--- src/core_settings.svh ---
// Size settings for the RV32I decode and execute core
// CORE_DMEM_WORDS must be a power of two
// CORE_IN_DEPTH is also the sender's initial credit count
`ifndef CORE_SETTINGS_SVH
`define CORE_SETTINGS_SVH

`define CORE_XLEN        32  // Data and instruction width
`define CORE_NREGS       32  // Architectural registers
`define CORE_IN_DEPTH    4   // Input buffer entries
`define CORE_RET_CREDITS 2   // Retire credits held after reset
`define CORE_DMEM_WORDS  64  // Data memory words

`endif
--- src/regfile.sv ---
`timescale 1ns/100ps
// Register file with two asynchronous reads and one synchronous write
// x0 reads as zero; no write bypass, a write is visible the cycle after
`include "core_settings.svh"

module regfile #(
    parameter int AW = $clog2(`CORE_NREGS)
) (
    input  logic                  clk,
    input  logic                  reset_i,
    input  logic [AW-1:0]         rs1_i,
    input  logic [AW-1:0]         rs2_i,
    output logic [`CORE_XLEN-1:0] rs1_data_o,
    output logic [`CORE_XLEN-1:0] rs2_data_o,
    input  logic                  we_i,
    input  logic [AW-1:0]         rd_i,
    input  logic [`CORE_XLEN-1:0] wdata_i
);

    logic [`CORE_XLEN-1:0] regs [`CORE_NREGS];

    assign rs1_data_o = regs[rs1_i];
    assign rs2_data_o = regs[rs2_i];

    always_ff @(posedge clk) begin
        if (reset_i) begin
            for (int i = 0; i < `CORE_NREGS; i++) regs[i] <= '0;
        end else if (we_i && rd_i != '0) begin  // x0 stays zero
            regs[rd_i] <= wdata_i;
        end
    end

endmodule : regfile

--- config.mk ---
export PLATFORM = sky130hd
export DESIGN_NAME = regfile
export DESIGN_NICKNAME = d
export VERILOG_FILES = /design/src/regfile.sv
export VERILOG_INCLUDE_DIRS = /design/src
export SDC_FILE = /design/constraint.sdc
export NUM_CORES = 2
export LEC_CHECK = 0
export BUFFER_PORTS_ARGS = -buffer_cell sky130_fd_sc_hd__buf_2
export CELL_PAD_IN_SITES_DETAIL_PLACEMENT = 1
export CELL_PAD_IN_SITES_GLOBAL_PLACEMENT = 2
export CORE_ASPECT_RATIO = 0.6
export CORE_MARGIN = 2
export CORE_UTILIZATION = 40
export DETAILED_ROUTE_END_ITERATION = 7
export PLACE_DENSITY = 0.76
export SYNTH_ARGS = -nofsm -noshare
export SYNTH_HDL_FRONTEND = slang
export SYNTH_SLANG_ARGS = --single-unit
--- constraint.sdc ---
create_clock -name clk -period 1.6 [get_ports clk]
set_input_delay 0.16 -clock clk [delete_from_list [all_inputs] [get_ports clk]]
set_output_delay 0.16 -clock clk [all_outputs]
set_load 0.03 [all_outputs]
==> impl_metrics.toml <==
[placement]
dpl_cell_area_um2 = 64300
port_buffers = 113
dpl.hpwl_um = 158000
gp_congestion = 0.881

[drt]
routedWlPerCell_um = 33.7
post_drt_via_cell_ratio = 6.09
num_vias = 41914
drtPass1Iterations = 5
drtIter0Drc = 5113
detail_route.drc_violations = 0
drt-total-wl_um = 232000
antenna_left = 0

[setup_path]
endpoint_kind = "output port"
startpoint_type = "flip-flop"
critPathRequiredTime_ps = 1440
cp.arrival_ps = 2310
setup.worst_path.class = "reg2out"
critPathMaxFanout = 2

[global_routing]
grt_pass1_wl_um = 326000
grt_pass1_vias = 42639
overflow = 0
grt.total_usage_pct = 32.0
grt_antenna_before_repair = 24
grt_max_degree = 64

[sta]
worstMarginPinSlew_ps = 721
max-slew-margin-rel_pct = 51.9
fin_tns_setup_ps = -44930
finalWorstSetupSlack_ps = -875
hold_violations = 0
setup-violations-final = 64
grt_setup_unrepaired = "yes"
fmax_mhz = 404
fin_crit_ps = 2470
report.final.slew_viol_count = 0
finalCritPeriodShare_pct = 155

[finish]
area_growth_syn_to_layout_pct = 23.8
final_area_um2 = 69200
reg_top3 = "regs (1024)"
top_register = "regs"
layout-drive-gt1-share_pct = 20.9
fin_nets = 4993
largest_register_ffs = 1024

[synthesis]
synth_area_per_cell_um2 = 12.1
netlist_instances = 4605
synthFlopType = "edfxtp_1"
syn_area_um2 = 55900
yosys-top-cells-area = "edfxtp_1, mux2i_1, and2_1"
yosys_register_bits = 1024
synthArstFlopShare_pct = 0
ys_types = 29
synth-edff-count = 1024
yosysWarnings = 0
synth_common_cells = "edfxtp_1, mux2i_1, and2_1"
synth_top_area_share_pct = 55.0
synth-seq-area-share_pct = 55.0
yosys.area.top_type = "edfxtp_1"

[worst_hold_path]
hold_path_end = "regs[6][21]"
whs_path_depth = 2
min_from = "wdata_i[21]"
hp-class = "in2reg"

[clock_tree]
htree_levels = 3
clock_sinks = 1024
clk_pin_slew_ps = 60
cts_buffers = 103
clk_path_buf_depth = 3
cts_tree = "yes"
cts_root_buffer = "clkbuf_16"

[floorplanning]
die_area_um2 = 143000
core-area_um2 = 139000
pin_count = 114
die_x_um = 487
row_count = 106
start_util_pct = 40.2
die_y_um = 294

[power_and_ir_drop]
power_density_nw_per_um2 = 988
irDropWorstVdd_mv = 0.798
power_leakage_nw = 27.3

[outcome]
outcome = "finished with violations"
violations = "setup timing"

[run]
cap_viol_max_count = 0
## power by group
part           total [W]  switching, W  internal (W)
sequential        0.0319      0.000895        0.0310
clock             0.0256        0.0115        0.0140
combinational     0.0110       0.00673       0.00425
total             0.0684        0.0191        0.0493
## metrics by stage
| step | util [%] | cells | total power (W) | setup WS [ps] | hold slack, ps |
|---|---|---|---|---|---|
| CTS | 49.6 | 6871 | 0.0682 | -884 | 13.0 |
| global route | 49.8 | 6870 | 0.0700 | -910 | 41.4 |
| global placement | 46.3 | 6702 | 0.0421 | -760 | 715 |
| detailed placement | 46.3 | 6702 | 0.0424 | -776 | 725 |
| floorplan | - | 4636 | 0.0373 | 1.31 | 358 |
| finish | 49.8 | 6878 | 0.0684 | -875 | 45.6 |
## what timing repair did
action | in CTS | in global routing
resized for setup | 267 | 64
cloned | 0 | 0
pin swaps | 101 | 103
endpoints found under the hold margin | 31 | 0
setup endpoints to repair | 64 | 64
hold buffers | 1 | 0
setup buffers | 1 | 5
## critical path, cell delays in order (launching register included)
cell and delay, ps:
edfxtp_1 360, mux2i_1 80, a22o_1 250, nor3_4 410, a31oi_1 80, buf_4 180
nand3_4 70, buf_6 140
## area by class of cell
class	instances	area [um2]
Antenna cell	11	27.5
Clock buffer	123	2670
Clock inverter	70	721
Fill cell	14031	69800
Multi-Input combinational cell	3166	25000
Sequential cell	1024	30700
Tap cell	1836	2300
Timing Repair Buffer	648	7790
## metal layers
layer  track usage (%)  vias to the layer above  share of wire (%)
met2              47.0                     2089                 42
met1              46.9                    21895                 45
met5                 0                        -             0.0082
met3              6.93                      384                9.7
met4              9.78                        2                3.3
li1                  -                    17544                  -
## logic make-up after synthesis
logic type             Yosys count  share of synthesized area [%]
AO/OA/AOI/OAI                  576                           7.02
buffers and inverters          446                           3.90
flip-flops                    1024                           55.0
multiplexers                  1024                           18.3
other                            1                        0.00671
AND/OR/NAND/NOR               1534                           15.7
## worst max path at each step
stage | startpoint | end | slack, ps | cells past startpoint
finish | regs[2][15] | rs1_data_o[15] | -870 | 7
floorplan | we_i | regs[11][0] | 1 | 4
global route | regs[2][15] | rs1_data_o[15] | -910 | 7
CTS | regs[3][5] | rs1_data_o[5] | -880 | 7
global placement | rs2_i[1] | rs2_data_o[20] | -760 | 11
detailed placement | rs2_i[1] | rs2_data_o[20] | -780 | 11
## cells in the final DEF (no fill, tap or decap), drive strengths merged, types with 50 or more instances in the layout
master,Yosys,routed
nand3,194,194
clkinv,0,50
a22oi,192,192
buf,212,647
mux2i,1024,1024
a31oi,64,64
and2,994,994
edfxtp,1024,1024
nor3,64,64
a21oi,192,192
clkbuf,234,123
a22o,128,128
nand2,196,196
(Power assumes the default switching activity.)
