**config.mk**
```make
export PLATFORM = sky130hd
export DESIGN_NAME = insn_buffer
export DESIGN_NICKNAME = d
export VERILOG_FILES = /design/src/core_pipe_pkg.sv /design/src/insn_buffer.sv
export VERILOG_INCLUDE_DIRS = /design/src
export SDC_FILE = /design/constraint.sdc
export NUM_CORES = 1
export LEC_CHECK = 0
export BUFFER_PORTS_ARGS = -buffer_cell sky130_fd_sc_hd__buf_2
export CAP_MARGIN = 20
export CORE_UTILIZATION = 45
export CTS_BUF_LIST = sky130_fd_sc_hd__clkbuf_4
export DETAILED_ROUTE_END_ITERATION = 10
export SYNTH_ARGS = -nofsm -noshare
export SYNTH_HDL_FRONTEND = slang
export SYNTH_SLANG_ARGS = --single-unit
```
**constraint.sdc**
```tcl
create_clock -name clk -period 3.3 [get_ports clk]
set_input_delay 0 -clock clk [delete_from_list [all_inputs] [get_ports clk]]
set_output_delay 0 -clock clk [all_outputs]
set_load 0.02 [all_outputs]
```
**src/core_settings.svh**
```systemverilog
// Size settings for the RV32I decode and execute core
// CORE_DMEM_WORDS must be a power of two
// CORE_IN_DEPTH is also the sender's initial credit count
`ifndef CORE_SETTINGS_SVH
`define CORE_SETTINGS_SVH

`define CORE_XLEN        32  // Data and instruction width
`define CORE_NREGS       32  // Architectural registers
`define CORE_IN_DEPTH    4   // Input buffer entries
`define CORE_RET_CREDITS 2   // Retire credits held after reset
`define CORE_DMEM_WORDS  64  // Data memory words

`endif
```
**src/core_pipe_pkg.sv**
```systemverilog
// Types shared by the pipeline blocks of the core
`include "core_settings.svh"

package core_pipe_pkg;

    // Input buffer entry, pc in the upper half
    typedef struct packed {
        logic [`CORE_XLEN-1:0] pc;
        logic [`CORE_XLEN-1:0] insn;
    } insn_rec_t;

    // Immediate layouts of the base ISA
    typedef enum logic [2:0] {
        IMM_I, IMM_S, IMM_B, IMM_U, IMM_J
    } imm_fmt_e;

endpackage : core_pipe_pkg

```
**src/insn_buffer.sv**
```systemverilog
`timescale 1ns/100ps
// Circular FIFO of pc and instruction pairs
// The sender must respect credits; a push into a full buffer is not checked
// credit_o is registered, one pulse per popped entry
`include "core_settings.svh"

module insn_buffer import core_pipe_pkg::*; (
    input  logic      clk,
    input  logic      reset_i,
    input  logic      push_i,
    input  insn_rec_t push_rec_i,
    input  logic      pop_i,
    output logic      head_valid_o,
    output insn_rec_t head_rec_o,
    output logic      credit_o
);

    localparam int DEPTH = `CORE_IN_DEPTH;
    localparam int PW    = (DEPTH > 1) ? $clog2(DEPTH) : 1;
    localparam int CW    = $clog2(DEPTH + 1);

    insn_rec_t     mem [DEPTH];  // Entry storage
    logic [PW-1:0] wr_ptr;
    logic [PW-1:0] rd_ptr;
    logic [CW-1:0] count;        // Occupied entries

    function automatic logic [PW-1:0] ptr_inc(input logic [PW-1:0] p);
        return (p == PW'(DEPTH - 1)) ? '0 : p + 1'b1; // Wrap for any depth
    endfunction

    assign head_valid_o = (count != '0);
    assign head_rec_o   = mem[rd_ptr];

    always_ff @(posedge clk) begin
        if (reset_i) begin
            wr_ptr   <= '0;
            rd_ptr   <= '0;
            count    <= '0;
            credit_o <= 1'b0;
        end else begin
            credit_o <= pop_i;                                // One credit per pop
            if (push_i) wr_ptr <= ptr_inc(wr_ptr);
            if (pop_i)  rd_ptr <= ptr_inc(rd_ptr);
            case ({push_i, pop_i})
                2'b10:   count <= count + 1'b1;
                2'b01:   count <= count - 1'b1;
                default: count <= count;                      // Both or neither
            endcase
        end
    end

    always_ff @(posedge clk) begin
        if (push_i) mem[wr_ptr] <= push_rec_i;
    end

endmodule : insn_buffer

```
==> impl_results.md <==
- Yosys cell types: 20
- Synth Area in Compound Gates: 0.256%
- CP Buf/Inv Count: 2
- Max-Cap Viols: 0
- CP max FO: 29
- Routed wire per std cell: 18.2 µm
- RSZ-0062 raised after global routing: false
- Worst-path cell with the longest stage delay: dfxtp_4
- Synth Area in Adders: 0.972%
- ANT nets after route: 0
- Syn nets: 459
- CTS HTree Levels: 3
- Drt first pass iters: 4
- Clock skew: 0.0258 ns
- Post-synth EDFFs: 256
- Port Buffers: 133
- Post-Route WL: 17700 µm
- Clock slew at reported path FFs: 0.06 ns
- Crit path required time: 3.30 ns
- Largest net degree at the start of global routing: 65
- Nets: 720
- Pwr/cell area: 615 nW/µm²
- Total negative setup slack: 0 ns
- Post-Synthesis Cell Area: 9780 µm²
- Remaining DRCs: 0
- Area grow syn2layout: 25.7%
- Max Slew Vio Count: 0
- Period Utilization, post-route: 75.8%
- Vias in the first global route: 5411
- DIE WIDTH: 149 µm
- Iter 0 DRT Violations: 216
- Core box area: 21200 µm²
- Io pins: 134
- Main combinational cell family by area after synthesis: multiplexers
- Asr flop ratio synth: 0%
- Largest cells by area after synthesis: edfxtp_1 79%, mux4_2 14%, dfxtp_1 2.0%, buf_12 1.2%, mux4_1 1.1%
- Mux contribution to synthesized area: 15.1%
- Setup Fix Bufs, Post-CTS: 0
- Slew headroom: 32.0%
- Root Driver: clkbuf_4
- Crit-path cells: buf_12, mux4_1, buf_2
- Setup-failing EPs final: 0
- Share of cells above drive strength 1: 45.2%
- Slew @ Worst Pin: 1.02 ns
- Lkg Pwr: 4.33 nW
- Top FF cell, synth: edfxtp_1
- Die area: 22300 µm²
- Crit-path max cell delay: 0.74 ns
- Startpoint Class: register
- Reg area: 7900 µm²
- CTS Sinks: 266
- Vias: 4852
- Fill cells: 1646
- TritonCTS Buffers: 70
- Critical R2R Launch: wr_ptr[0]
- Outcome: complete, no violations
- RD Place Congestion: 0.656
- Cell Rows: 53
- Post-synth top cells: 256 x edfxtp_1, 60 x mux4_2, 10 x dfxtp_1
- Worst hold path type: input pin to register
- HPWL reported at the end of detailed placement: 9370 µm
- Worst-case clock buffer depth: 3
- Area share of xor/xnor cells in the synthesized design: 0.179%
- Fin. Hold Viols: 0
- Hold path start: push_rec_i[47]
- Crit path max-delay family: flip-flops
- # diodes: 0
- CTS tree: yes
- Nature of the critical path endpoint: output pin
- Yosys reg bits: 266
- Cells after Synth: 384
- Final Core Density: 58.1%
- Initial Utilization: 46.2%
- Setup CP Type: register to output pin
- Count leader, synth: edfxtp_1
- Avg Inst Size Synth: 25.5 µm²
- Top-area cell type share of the netlist area: 78.6%
- Die Height: 149 µm
- VDD IR-drop max: 352 µV
- Area of the multi-input gates: 1710 µm²
- Simple-Gate Fraction of Synth Area: 0.844%
- First-pass GRT wire length: 27600 µm
- Final Critical Period: 2.50 ns
- Dominant cell type by area after synthesis: edfxtp_1
- Ys Warns: 0
- Arrival @ worst endpoint: 2.50 ns
- Register area share after synthesis: 80.6%
- GRT Resource Usage Total: 16.7%
- Detailed-route vias per instance: 4.99
- Clk_lat worst skew: 0.65 ns
- Fmax: 0.400 GHz
- Post_cts resized: 0
- CTS Hold Buffers Added: 69
- GRT overflow: 0
- Initial antenna violation count: 0
==> metal layers <==
layer / up-vias / part of all wire [%] / global-route usage, %
met5: - / 0 / 0
met4: 0 / 2.2 / 8.27
li1: 2207 / - / -
met3: 33 / 6.4 / 4.94
met1: 2449 / 43 / 21.0
met2: 163 / 48 / 26.5
==> per-stage QoR <==
stage | area (µm²) | power (mW) | std cells | setup WS, ns | hold slack [ns]
floorplan | 9780 | 4.40 | 384 | 0.816 | 0.0989
global route | 12300 | 7.90 | 972 | 0.570 | 0.0507
detailed placement | 10700 | 4.64 | 779 | 1.36 | 0.216
finish | 12300 | 7.56 | 972 | 0.799 | 0.0946
CTS | 12300 | 7.69 | 972 | 0.643 | 0.0136
global placement | 10700 | 4.62 | 779 | 1.37 | 0.209
==> cell usage in the layout (no fill, tap or decap), types with 2 or more instances in the layout <==
master / instances
edfxtp_1: 256
buf_2: 133
clkbuf_4: 104
dlygate4sd3_1: 69
mux4_2: 60
clkinv_1: 10
nor2_1: 8
dfxtp_1: 8
inv_1: 7
ha_1: 6
and2_4: 4
mux4_1: 4
a21oi_1: 4
inv_2: 3
clkinv_2: 3
bufinv_16: 3
or3_1: 2
xor2_1: 2
nor3b_1: 2
mux2i_1: 2
dfxtp_4: 2
==> flip-flops by register name, summed over array words and instances (netlist names), named ones only <==
signal	flops
credit_o	1
rd_ptr	2
mem	256
wr_ptr	2
count	3
==> kinds of logic after synthesis <==
logic type,after synthesis
flip-flops,266
multiplexers,66
buffers and inverters,22
AND/OR/NAND/NOR,16
adder cells (fa/ha/maj),7
AO/OA/AOI/OAI,5
XOR/XNOR,2
==> power by group <==
group	internal (mW)	leakage, nW	switching, mW
combinational	0.321	1.33	0.376
sequential	3.85	2.44	0.0714
clock	1.68	0.561	1.27
total	5.85	4.33	1.71
==> layout make-up <==
class,count,area share (%)
Clock buffer,104,6.35
Inverter,7,0.214
Clock inverter,20,1.31
Multi-Input combinational cell,96,13.9
Tap cell,275,2.80
Timing Repair Buffer,204,11.3
Sequential cell,266,64.2
==> worst paths after layout <==
| path | slack (ns) | depth (start not counted) | end |
|---|---|---|---|
| min reg2reg | 0.52 | 2 | count[2] |
| max reg2reg | 1.44 | 3 | mem[0][23] |
| max | 0.80 | 3 | head_rec_o[55] |
| min | 0.09 | 2 | mem[0][47] |
(Power assumes the default switching activity.)
