**src/rv32i_isa_pkg.sv**
```systemverilog
// RV32I encodings used by the core
// Only the base integer subset without FENCE, ECALL and CSRs
package rv32i_isa_pkg;

    localparam logic [6:0] OPCODE_RTYPE  = 7'b0110011;
    localparam logic [6:0] OPCODE_ITYPE  = 7'b0010011;
    localparam logic [6:0] OPCODE_LOAD   = 7'b0000011;
    localparam logic [6:0] OPCODE_STORE  = 7'b0100011;
    localparam logic [6:0] OPCODE_BRANCH = 7'b1100011;
    localparam logic [6:0] OPCODE_JAL    = 7'b1101111;
    localparam logic [6:0] OPCODE_JALR   = 7'b1100111;
    localparam logic [6:0] OPCODE_LUI    = 7'b0110111;
    localparam logic [6:0] OPCODE_AUIPC  = 7'b0010111;

    // ALU funct3
    localparam logic [2:0] FUNCT3_ADD_SUB = 3'b000;
    localparam logic [2:0] FUNCT3_SLL     = 3'b001;
    localparam logic [2:0] FUNCT3_SLT     = 3'b010;
    localparam logic [2:0] FUNCT3_SLTU    = 3'b011;
    localparam logic [2:0] FUNCT3_XOR     = 3'b100;
    localparam logic [2:0] FUNCT3_SRL_SRA = 3'b101;
    localparam logic [2:0] FUNCT3_OR      = 3'b110;
    localparam logic [2:0] FUNCT3_AND     = 3'b111;

    // Branch funct3
    localparam logic [2:0] FUNCT3_BEQ  = 3'b000;
    localparam logic [2:0] FUNCT3_BNE  = 3'b001;
    localparam logic [2:0] FUNCT3_BLT  = 3'b100;
    localparam logic [2:0] FUNCT3_BGE  = 3'b101;
    localparam logic [2:0] FUNCT3_BLTU = 3'b110;
    localparam logic [2:0] FUNCT3_BGEU = 3'b111;

    localparam logic [6:0] FUNCT7_SUB = 7'b0100000;
    localparam logic [6:0] FUNCT7_SRA = 7'b0100000;

    typedef enum logic [3:0] {
        ALU_ADD, ALU_SUB, ALU_AND, ALU_OR, ALU_XOR, ALU_SLL,
        ALU_SRL, ALU_SRA, ALU_SLT, ALU_SLTU, ALU_LUI, ALU_AUIPC
    } alu_op_e;

    typedef enum logic [1:0] {
        WB_ALU = 2'b00, // ALU result
        WB_MEM = 2'b01, // Load data
        WB_PC4 = 2'b10  // Return address
    } wb_sel_e;

endpackage : rv32i_isa_pkg

```
**src/control.sv**
```systemverilog
`timescale 1ns/100ps
// Control bit decoder, purely combinational
// pcsel_o marks a pc redirect candidate: always for jumps, on compare for branches
// rs1sel_o picks the pc, rs2sel_o picks the immediate
// Unknown opcodes produce no register or memory write

module control import rv32i_isa_pkg::*; (
    input  logic [6:0] opcode_i,
    input  logic [6:0] funct7_i,
    input  logic [2:0] funct3_i,
    output logic       pcsel_o,
    output logic       regwren_o,
    output logic       rs1sel_o,
    output logic       rs2sel_o,
    output logic       memwren_o,
    output wb_sel_e    wbsel_o,
    output alu_op_e    alusel_o
);

    alu_op_e arith_op;  // Operation from funct3 and funct7

    always_comb begin
        case (funct3_i)
            FUNCT3_ADD_SUB: arith_op = ALU_ADD;
            FUNCT3_SLL:     arith_op = ALU_SLL;
            FUNCT3_SLT:     arith_op = ALU_SLT;
            FUNCT3_SLTU:    arith_op = ALU_SLTU;
            FUNCT3_XOR:     arith_op = ALU_XOR;
            FUNCT3_SRL_SRA: arith_op = (funct7_i == FUNCT7_SRA) ? ALU_SRA : ALU_SRL;
            FUNCT3_OR:      arith_op = ALU_OR;
            default:        arith_op = ALU_AND;
        endcase
    end

    always_comb begin
        pcsel_o   = 1'b0;    // Fall through to pc + 4
        regwren_o = 1'b0;
        rs1sel_o  = 1'b0;    // rs1 data
        rs2sel_o  = 1'b0;    // rs2 data
        memwren_o = 1'b0;
        wbsel_o   = WB_ALU;
        alusel_o  = ALU_ADD;
        case (opcode_i)
            OPCODE_RTYPE: begin
                regwren_o = 1'b1;
                alusel_o  = arith_op;
                if (funct3_i == FUNCT3_ADD_SUB && funct7_i == FUNCT7_SUB) begin
                    alusel_o = ALU_SUB;
                end
            end
            OPCODE_ITYPE: begin
                regwren_o = 1'b1;
                rs2sel_o  = 1'b1;
                alusel_o  = arith_op;  // No SUBI, funct3 000 is ADDI
            end
            OPCODE_LOAD: begin
                regwren_o = 1'b1;
                rs2sel_o  = 1'b1;      // Base plus offset
                wbsel_o   = WB_MEM;
            end
            OPCODE_STORE: begin
                rs2sel_o  = 1'b1;
                memwren_o = 1'b1;
            end
            OPCODE_BRANCH: begin
                pcsel_o  = 1'b1;       // Taken only if the compare holds
                alusel_o = ALU_SUB;
            end
            OPCODE_JAL: begin
                pcsel_o   = 1'b1;
                regwren_o = 1'b1;
                rs1sel_o  = 1'b1;      // Target is pc + imm
                rs2sel_o  = 1'b1;
                wbsel_o   = WB_PC4;
            end
            OPCODE_JALR: begin
                pcsel_o   = 1'b1;
                regwren_o = 1'b1;
                rs2sel_o  = 1'b1;      // Target is rs1 + imm
                wbsel_o   = WB_PC4;
            end
            OPCODE_LUI: begin
                regwren_o = 1'b1;
                rs2sel_o  = 1'b1;
                alusel_o  = ALU_LUI;
            end
            OPCODE_AUIPC: begin
                regwren_o = 1'b1;
                rs1sel_o  = 1'b1;
                rs2sel_o  = 1'b1;
                alusel_o  = ALU_AUIPC;
            end
            default: begin
                regwren_o = 1'b0;      // Treated as a no-op
            end
        endcase
    end

endmodule : control

```
**config.mk**
```make
export PLATFORM = sky130hd
export DESIGN_NAME = control
export DESIGN_NICKNAME = d
export VERILOG_FILES = /design/src/rv32i_isa_pkg.sv /design/src/control.sv
export SDC_FILE = /design/constraint.sdc
export NUM_CORES = 1
export LEC_CHECK = 0
export ABC_AREA = 0
export BUFFER_PORTS_ARGS = -buffer_cell sky130_fd_sc_hd__buf_2
export CORE_AREA = 3 3 40 42
export DETAILED_ROUTE_END_ITERATION = 8
export DIE_AREA = 0 0 43 45
export PLACE_DENSITY_LB_ADDON = 0.12
export SLEW_MARGIN = 15
export SYNTH_ARGS = -nofsm -noshare
export SYNTH_HDL_FRONTEND = slang
export SYNTH_SLANG_ARGS = --single-unit
```
**constraint.sdc**
```tcl
create_clock -name vclk -period 4.33
set_clock_uncertainty 0.1 [all_clocks]
set_input_delay 0.866 -clock vclk [all_inputs]
set_output_delay 0.866 -clock vclk [all_outputs]
set_load 0.005 [all_outputs]
```
==> metrics.yaml <==
status: "completed"
gp_congestion: 0.659
path_cells: "buf_2 -> nand4bb_1 -> or3_1 -> o221ai_1 -> buf_2"
nets: 80
regArea_um2: 0
synth_compound_area_frac: 0.319
fillers: 153
hold_path.class: "in2out"
netlist_area_um2: 235
core_area_um2: 1280
place_ws_ns: 1.27
final_util: 0.307
min_period_over_period: 0.707
dieArea_um2: 1940
antenna_found_initial: 0
grt_pass1_vias: 336
die_h_um: 45
syn_to_final_growth_pct: 67.6
critPathCaptureType: "primary output"
grt-ovfl-total: 0
path_buf_inv: 2
nClkBuffers: 0
max_stage_delay_ns: 0.46
critPathSlowestCell: "or3_1"
synth-simple-area-share: 0.628
dp_hpwl_um: 764
drt-initial-drc-count: 5
path_max_fanout: 7
setup_viol: 0
routed_via_density: 5.14
synth.area.top_cells: "nor4b_1 11%, nor4_1 8.0%, a21oi_1 6.4%"
synth_commonest_cells: "3 x a21oi_1, 3 x nor2_1, 3 x nor4_1, 3 x nor4b_1, 2 x or3_1"
startpoint_type: "input port"
final_antenna_net_count: 0
rsz0062_at_grt: "false"
ys_types: 24
vias: 391
grt_use_total: 0.0945
synth.area.mux_share: 0
grt_pass1_wl_mm: 1.52
start_util: 0.183
required_ns: 3.36
syn_nets: 50
firstDrtPassIters: 4
yosysTopAreaCell: "nor4b_1"
routed_wl_um: 943
synth_top_cell_area_share: 0.112
ys_warn_count: 0
synth-xor-area-share: 0.0372
cts_hold_buf: 0
post-cts-setup-buffer-count: 0
fmax_mhz: 326
drv_cap: 0
cp_top_family: "simple AND/OR/NAND/NOR gates"
antenna_cells: 0
detail_route.wl_per_cell_um: 12.4
ioPinCount: 28
avgSynthCellArea_um2: 7.13
synth_fa_ha_area_frac: 0
yosysSeqAreaShare: 0
fin_ws_ns: 1.27
tns_ns: 0
hold_viol_final: 0
grt_start_max_net_pins: 9
p_leak_nw: 0.202
slew_viol_final: 0
powerDensity_nw_per_um2: 60.2
cts_resized: 0
die_w_um: 43
synth_cells: 33
tightest_slew_ns: 0.359
crit_top_cell: "buf_2"
critPathArrivalTime_ns: 2.10
synth_top_family_by_area: "simple AND/OR/NAND/NOR gates"
n_sequential_cell: 0
max_slew_margin: 0.757
hold_ws_ns: 1.93
path_class: "in2out"
rows: 13
portBuffers: 28
drcViolationCount: 0
ir_worst_vdd_mv: 0.0187
fin_crit_ns: 3.06
post_route_cells_drive_above_1_share: 0.492
==> layout by cell type (no fill, tap or decap) <==
| cell | instances |
|---|---|
| nor4_1 | 3 |
| nor2_1 | 3 |
| a21bo_1 | 1 |
| nand4bb_1 | 1 |
| a21boi_0 | 1 |
| inv_1 | 1 |
| nand2b_1 | 1 |
| nand4b_1 | 1 |
| and3b_2 | 1 |
| a41oi_1 | 1 |
| a2111o_1 | 1 |
| o2bb2ai_1 | 1 |
| buf_2 | 28 |
| nor3b_1 | 1 |
| or4b_1 | 1 |
| nand3_1 | 1 |
| nor4b_1 | 3 |
| or3_1 | 2 |
| a21oi_1 | 3 |
| nand2_1 | 1 |
| and4_4 | 1 |
| o221ai_1 | 1 |
| nor3_1 | 1 |
| o21ai_0 | 1 |
| xor2_1 | 1 |
==> per-stage QoR <==
stage | cell area [um2] | total power [mW] | std cells
after CTS | 394 | 0.0235 | 76
after floorplan | 235 | 0.00808 | 33
after detailed placement | 394 | 0.0235 | 76
after global routing | 394 | 0.0269 | 76
final | 394 | 0.0237 | 76
after global placement | 394 | 0.0239 | 76
==> layer usage <==
layer	share of wire	vias up	global-route usage
met4	0	0	0
met1	0.47	175	0.148
met3	0.088	0	0.00797
li1	-	199	-
met2	0.44	17	0.150
met5	0	-	0
==> report_power, final <==
part           leakage [nW]  internal (mW)  switching, mW
Clock                     0              0              0
Combinational         0.202         0.0113         0.0124
Sequential                0              0              0
==> kinds of logic after synthesis <==
family,count (synthesis)
buffers and inverters,1
and+or+nand+nor,21
AOI/OAI and AO/OA,10
xor gates and xnor gates,1
==> final timing paths <==
check	end	start	depth (start not counted)
max	alusel_o[0]	opcode_i[3]	5
min	alusel_o[2]	funct3_i[1]	3
==> worst min-delay path, cell delays in order <==
cell	delay, ns
buf_2	0.12
nor4_1	0.06
buf_2	0.12
==> final cells by class <==
class | count | area (um2) | area share
tap | 15 | 18.8 | 0.0476
timing repair buffer | 28 | 140 | 0.356
multi-input combinational | 32 | 231 | 0.587
inverter | 1 | 3.75 | 0.00952
(Power assumes the default switching activity.)
