`src/core_settings.svh`:
```
// Size settings for the RV32I decode and execute core
// CORE_DMEM_WORDS must be a power of two
// CORE_IN_DEPTH is also the sender's initial credit count
`ifndef CORE_SETTINGS_SVH
`define CORE_SETTINGS_SVH

`define CORE_XLEN        32  // Data and instruction width
`define CORE_NREGS       32  // Architectural registers
`define CORE_IN_DEPTH    4   // Input buffer entries
`define CORE_RET_CREDITS 2   // Retire credits held after reset
`define CORE_DMEM_WORDS  64  // Data memory words

`endif
```
`src/core_pipe_pkg.sv`:
```
// Types shared by the pipeline blocks of the core
`include "core_settings.svh"

package core_pipe_pkg;

    // Input buffer entry, pc in the upper half
    typedef struct packed {
        logic [`CORE_XLEN-1:0] pc;
        logic [`CORE_XLEN-1:0] insn;
    } insn_rec_t;

    // Immediate layouts of the base ISA
    typedef enum logic [2:0] {
        IMM_I, IMM_S, IMM_B, IMM_U, IMM_J
    } imm_fmt_e;

endpackage : core_pipe_pkg

```
`src/rv32i_isa_pkg.sv`:
```
// RV32I encodings used by the core
// Only the base integer subset without FENCE, ECALL and CSRs
package rv32i_isa_pkg;

    localparam logic [6:0] OPCODE_RTYPE  = 7'b0110011;
    localparam logic [6:0] OPCODE_ITYPE  = 7'b0010011;
    localparam logic [6:0] OPCODE_LOAD   = 7'b0000011;
    localparam logic [6:0] OPCODE_STORE  = 7'b0100011;
    localparam logic [6:0] OPCODE_BRANCH = 7'b1100011;
    localparam logic [6:0] OPCODE_JAL    = 7'b1101111;
    localparam logic [6:0] OPCODE_JALR   = 7'b1100111;
    localparam logic [6:0] OPCODE_LUI    = 7'b0110111;
    localparam logic [6:0] OPCODE_AUIPC  = 7'b0010111;

    // ALU funct3
    localparam logic [2:0] FUNCT3_ADD_SUB = 3'b000;
    localparam logic [2:0] FUNCT3_SLL     = 3'b001;
    localparam logic [2:0] FUNCT3_SLT     = 3'b010;
    localparam logic [2:0] FUNCT3_SLTU    = 3'b011;
    localparam logic [2:0] FUNCT3_XOR     = 3'b100;
    localparam logic [2:0] FUNCT3_SRL_SRA = 3'b101;
    localparam logic [2:0] FUNCT3_OR      = 3'b110;
    localparam logic [2:0] FUNCT3_AND     = 3'b111;

    // Branch funct3
    localparam logic [2:0] FUNCT3_BEQ  = 3'b000;
    localparam logic [2:0] FUNCT3_BNE  = 3'b001;
    localparam logic [2:0] FUNCT3_BLT  = 3'b100;
    localparam logic [2:0] FUNCT3_BGE  = 3'b101;
    localparam logic [2:0] FUNCT3_BLTU = 3'b110;
    localparam logic [2:0] FUNCT3_BGEU = 3'b111;

    localparam logic [6:0] FUNCT7_SUB = 7'b0100000;
    localparam logic [6:0] FUNCT7_SRA = 7'b0100000;

    typedef enum logic [3:0] {
        ALU_ADD, ALU_SUB, ALU_AND, ALU_OR, ALU_XOR, ALU_SLL,
        ALU_SRL, ALU_SRA, ALU_SLT, ALU_SLTU, ALU_LUI, ALU_AUIPC
    } alu_op_e;

    typedef enum logic [1:0] {
        WB_ALU = 2'b00, // ALU result
        WB_MEM = 2'b01, // Load data
        WB_PC4 = 2'b10  // Return address
    } wb_sel_e;

endpackage : rv32i_isa_pkg

```
`src/decode.sv`:
```
`timescale 1ns/100ps
// Field extraction and immediate generation
// Immediate is zero for R-type and unknown opcodes
`include "core_settings.svh"

module decode import rv32i_isa_pkg::*, core_pipe_pkg::*; (
    input  logic [`CORE_XLEN-1:0] insn_i,
    output logic [6:0]            opcode_o,
    output logic [2:0]            funct3_o,
    output logic [6:0]            funct7_o,
    output logic [4:0]            rs1_o,
    output logic [4:0]            rs2_o,
    output logic [4:0]            rd_o,
    output logic [`CORE_XLEN-1:0] imm_o
);

    imm_fmt_e fmt;
    logic     imm_en;  // Opcode carries an immediate

    assign opcode_o = insn_i[6:0];
    assign rd_o     = insn_i[11:7];
    assign funct3_o = insn_i[14:12];
    assign rs1_o    = insn_i[19:15];
    assign rs2_o    = insn_i[24:20];
    assign funct7_o = insn_i[31:25];

    always_comb begin
        fmt    = IMM_I;
        imm_en = 1'b1;
        case (opcode_o)
            OPCODE_ITYPE, OPCODE_LOAD, OPCODE_JALR: fmt = IMM_I;
            OPCODE_STORE:                           fmt = IMM_S;
            OPCODE_BRANCH:                          fmt = IMM_B;
            OPCODE_LUI, OPCODE_AUIPC:               fmt = IMM_U;
            OPCODE_JAL:                             fmt = IMM_J;
            default:                                imm_en = 1'b0; // R-type too
        endcase
    end

    always_comb begin
        case (fmt)
            IMM_S: imm_o = {{20{insn_i[31]}}, insn_i[31:25], insn_i[11:7]};
            IMM_B: imm_o = {{19{insn_i[31]}}, insn_i[31], insn_i[7],
                            insn_i[30:25], insn_i[11:8], 1'b0};
            IMM_U: imm_o = {insn_i[31:12], 12'b0};
            IMM_J: imm_o = {{11{insn_i[31]}}, insn_i[31], insn_i[19:12],
                            insn_i[20], insn_i[30:21], 1'b0};
            default: imm_o = {{20{insn_i[31]}}, insn_i[31:20]};  // I format
        endcase
        if (!imm_en) imm_o = '0;
    end

endmodule : decode

```
`config.mk`:
```
export PLATFORM = sky130hd
export DESIGN_NAME = decode
export DESIGN_NICKNAME = d
export VERILOG_FILES = /design/src/core_pipe_pkg.sv /design/src/rv32i_isa_pkg.sv /design/src/decode.sv
export VERILOG_INCLUDE_DIRS = /design/src
export SDC_FILE = /design/constraint.sdc
export NUM_CORES = 1
export LEC_CHECK = 0
export ABC_AREA = 1
export ABC_CLOCK_PERIOD_IN_PS = 1440
export BUFFER_PORTS_ARGS = -buffer_cell sky130_fd_sc_hd__buf_2
export CORE_MARGIN = 2
export CORE_UTILIZATION = 41
export DETAILED_ROUTE_END_ITERATION = 12
export PLACE_DENSITY = 0.83
export SLEW_MARGIN = 20
export SYNTH_ARGS = -nofsm -noshare
export SYNTH_HDL_FRONTEND = slang
export SYNTH_SLANG_ARGS = --single-unit
```
`constraint.sdc`:
```
create_clock -name vclk -period 1.44
set_input_delay 0.144 -clock vclk [all_inputs]
set_output_delay 0.144 -clock vclk [all_outputs]
set_load 0.005 [all_outputs]
```
==> flow_summary.yaml <==
layout:
  register_area_um2: 0
  flops_and_latches: 0
  diodes: 0
  nFillCells: 240
  final_cells: 338
  fin_area_um2: 1860
  final_core_util_pct: 66.9
  nClkBuffers: 0
  syn_to_final_growth_pct: 54.4
  drive_gt1_share_pct: 61.2
  fin_nets: 341
power_and_ir_drop:
  design_power_total_mw: 0.362
  leakagePower_nw: 1.19
  vdd_drop_max_v: 0.000136
  p_per_area_nw_per_um2: 195
floorplanning:
  start_util_pct: 43.4
  ioPinCount: 96
  die_h_um: 58.2
  die_w_um: 58.2
  dieArea_um2: 3390
  core-area_um2: 2780
  rows: 19
sta:
  fmax_ghz: 0.692
  period_minus_slack_ns: 1.44
  maxSlewHeadroom_pct: 83.1
  finalHoldViolCount: 0
  setup_slack_ns: -0.00499
  fin_tns_setup_ns: -0.00981
  rsz0062_at_grt: "yes"
  post-route-period-util_pct: 100
  worst_slew_pin_slew_ns: 0.253
  maxSlewViolCount: 0
  setup_viol: 4
logic_synthesis:
  synth_compound_area_share_pct: 2.07
  synth_largest_area_cell: "buf_4"
  synth_top_family_by_area: "simple AND/OR/NAND/NOR gates"
  synth_xor_area_share_pct: 0
  synthTopCellsByCount: "nand2_1, buf_4, nor2_1"
  syn_inst: 230
  synth_area_um2: 1210
  syn-num-nets: 262
  yosysTopAreaCellShare_pct: 20.5
  ys_top_cells_by_area: "buf_4, nand2_1, nand3_1"
  synth_fa_ha_area_share_pct: 0
  synth.avg_cell_area_um2: 5.24
  yosys.area_share.simple_pct: 63.6
  synth_mux_area_share_pct: 0
  ys_warn_count: 0
  yosysMostFrequentCell: "nand2_1"
  yosysSeqAreaShare_pct: 0
  ys_types: 17
hold_path:
  worstHoldEndpoint: "rd_o[4]"
  min_from: "insn_i[11]"
  min_path_type: "in -> out"
  hold_depth: 2
worst_setup_path:
  critical_path_required_ns: 1.30
  endpoint_kind: "output port"
  crit_family: "simple AND/OR/NAND/NOR gates"
  crit_buf_inv: 4
  worstPathCellList: "buf_6 > nand2_8 > inv_4 > nand2_4 > nor2_1 > nor2_2 > nand2_4 > nand2_4 > nand2_8 > nand2_2 > inv_2 > buf_6"
  path_max_fanout: 10
  critPathMaxStageDelay_ns: 0.20
  crit_slowest_cell: "nor2_2"
  cp.arrival_ns: 1.30
  critPathLaunch: "insn_i[0]"
  crit_top_cell: "nand2_4"
  cp-start-kind: "input pin"
  path_class: "in -> out"
place:
  port_buffers: 96
  dpl_cell_area_um2: 1540
  hpwl_um: 2680
  gp_congestion: 0.820
  post-place-cells: 328
status:
  outcome: "complete, but fails checks"
  violations: "negative setup slack"
detailed_routing:
  dr.pass1.iters: 4
  drc: 0
  wl_um: 4150
  viasPerCell: 5.01
  routedWlPerCell_um: 12.3
  ant_nets: 0
  num_vias: 1692
  first_iter_violations: 80
run:
  cap_violations: 0
global_route:
  antenna_found_initial: 0
  grt_pass1_vias: 1402
  grt_pass1_wl_um: 5700
  track_usage_pct: 20.3
  grt_max_degree: 20
  gr-total-overflow: 0
clocking:
  holdBufCountCts: 0
-- worst max path at each step --
| stage | cells after the start | endpoint | slack [ns] |
|---|---|---|---|
| floorplan | 10 | imm_o[21] | 0.27 |
| global route | 12 | imm_o[16] | -0.1 |
| detailed placement | 9 | imm_o[30] | -0.01 |
| global placement | 10 | imm_o[30] | 0.002 |
| finish | 12 | imm_o[17] | -0.005 |
| CTS | 9 | imm_o[30] | 0.0008 |
-- stage by stage --
stage | hold slack, ns | worst slack, ns
6_report | 0.470 | -0.00499
3_5_place_dp | 0.468 | -0.0145
2_1_floorplan | 0.369 | 0.273
3_3_place_gp | 0.468 | 0.00201
4_1_cts | 0.469 | 0.000772
5_1_grt | 0.476 | -0.0956
-- cell type report --
cell class,instances,area (um2),area share [%]
Timing Repair inverter,1,7.51,0.403
Tap cell,31,38.8,2.08
Timing Repair Buffer,112,701,37.6
Inverter,31,130,6.99
Multi-Input combinational cell,163,985,52.9
-- repair_timing --
item | CTS | global route
setup endpoints to repair | 1 | 31
gates cloned | 2 | 3
setup buffers | 2 | 3
resized for setup | 13 | 49
pin swaps | 7 | 22
-- cells by family (layout without fill, tap and decap cells) --
group | after synthesis | count (layout)
compound gates | 5 | 5
simple gates | 154 | 158
buf+inv | 71 | 144
-- routing by layer --
metal  track usage (%)  up-vias  wire (um)
met2              40.1       95       2120
li1                  -      830          -
met4              2.66        0         57
met1              25.0      763       1680
met3             0.223        4        289
met5                 0        -          0
-- report_power, final --
part	switching [mW]	internal (mW)
Sequential	0	0
Combinational	0.198	0.164
Clock	0	0
-- layout by cell type, fill, tap and decap left out, types with 6 or more instances in the layout --
master / count
nor2_2: 9
inv_2: 14
nand2_1: 57
buf_4: 11
nand2_4: 12
buf_6: 6
buf_2: 88
nand2_2: 18
nor2_1: 23
nand3_1: 19
inv_1: 14
Note: power is estimated with default switching activity, not from simulation.
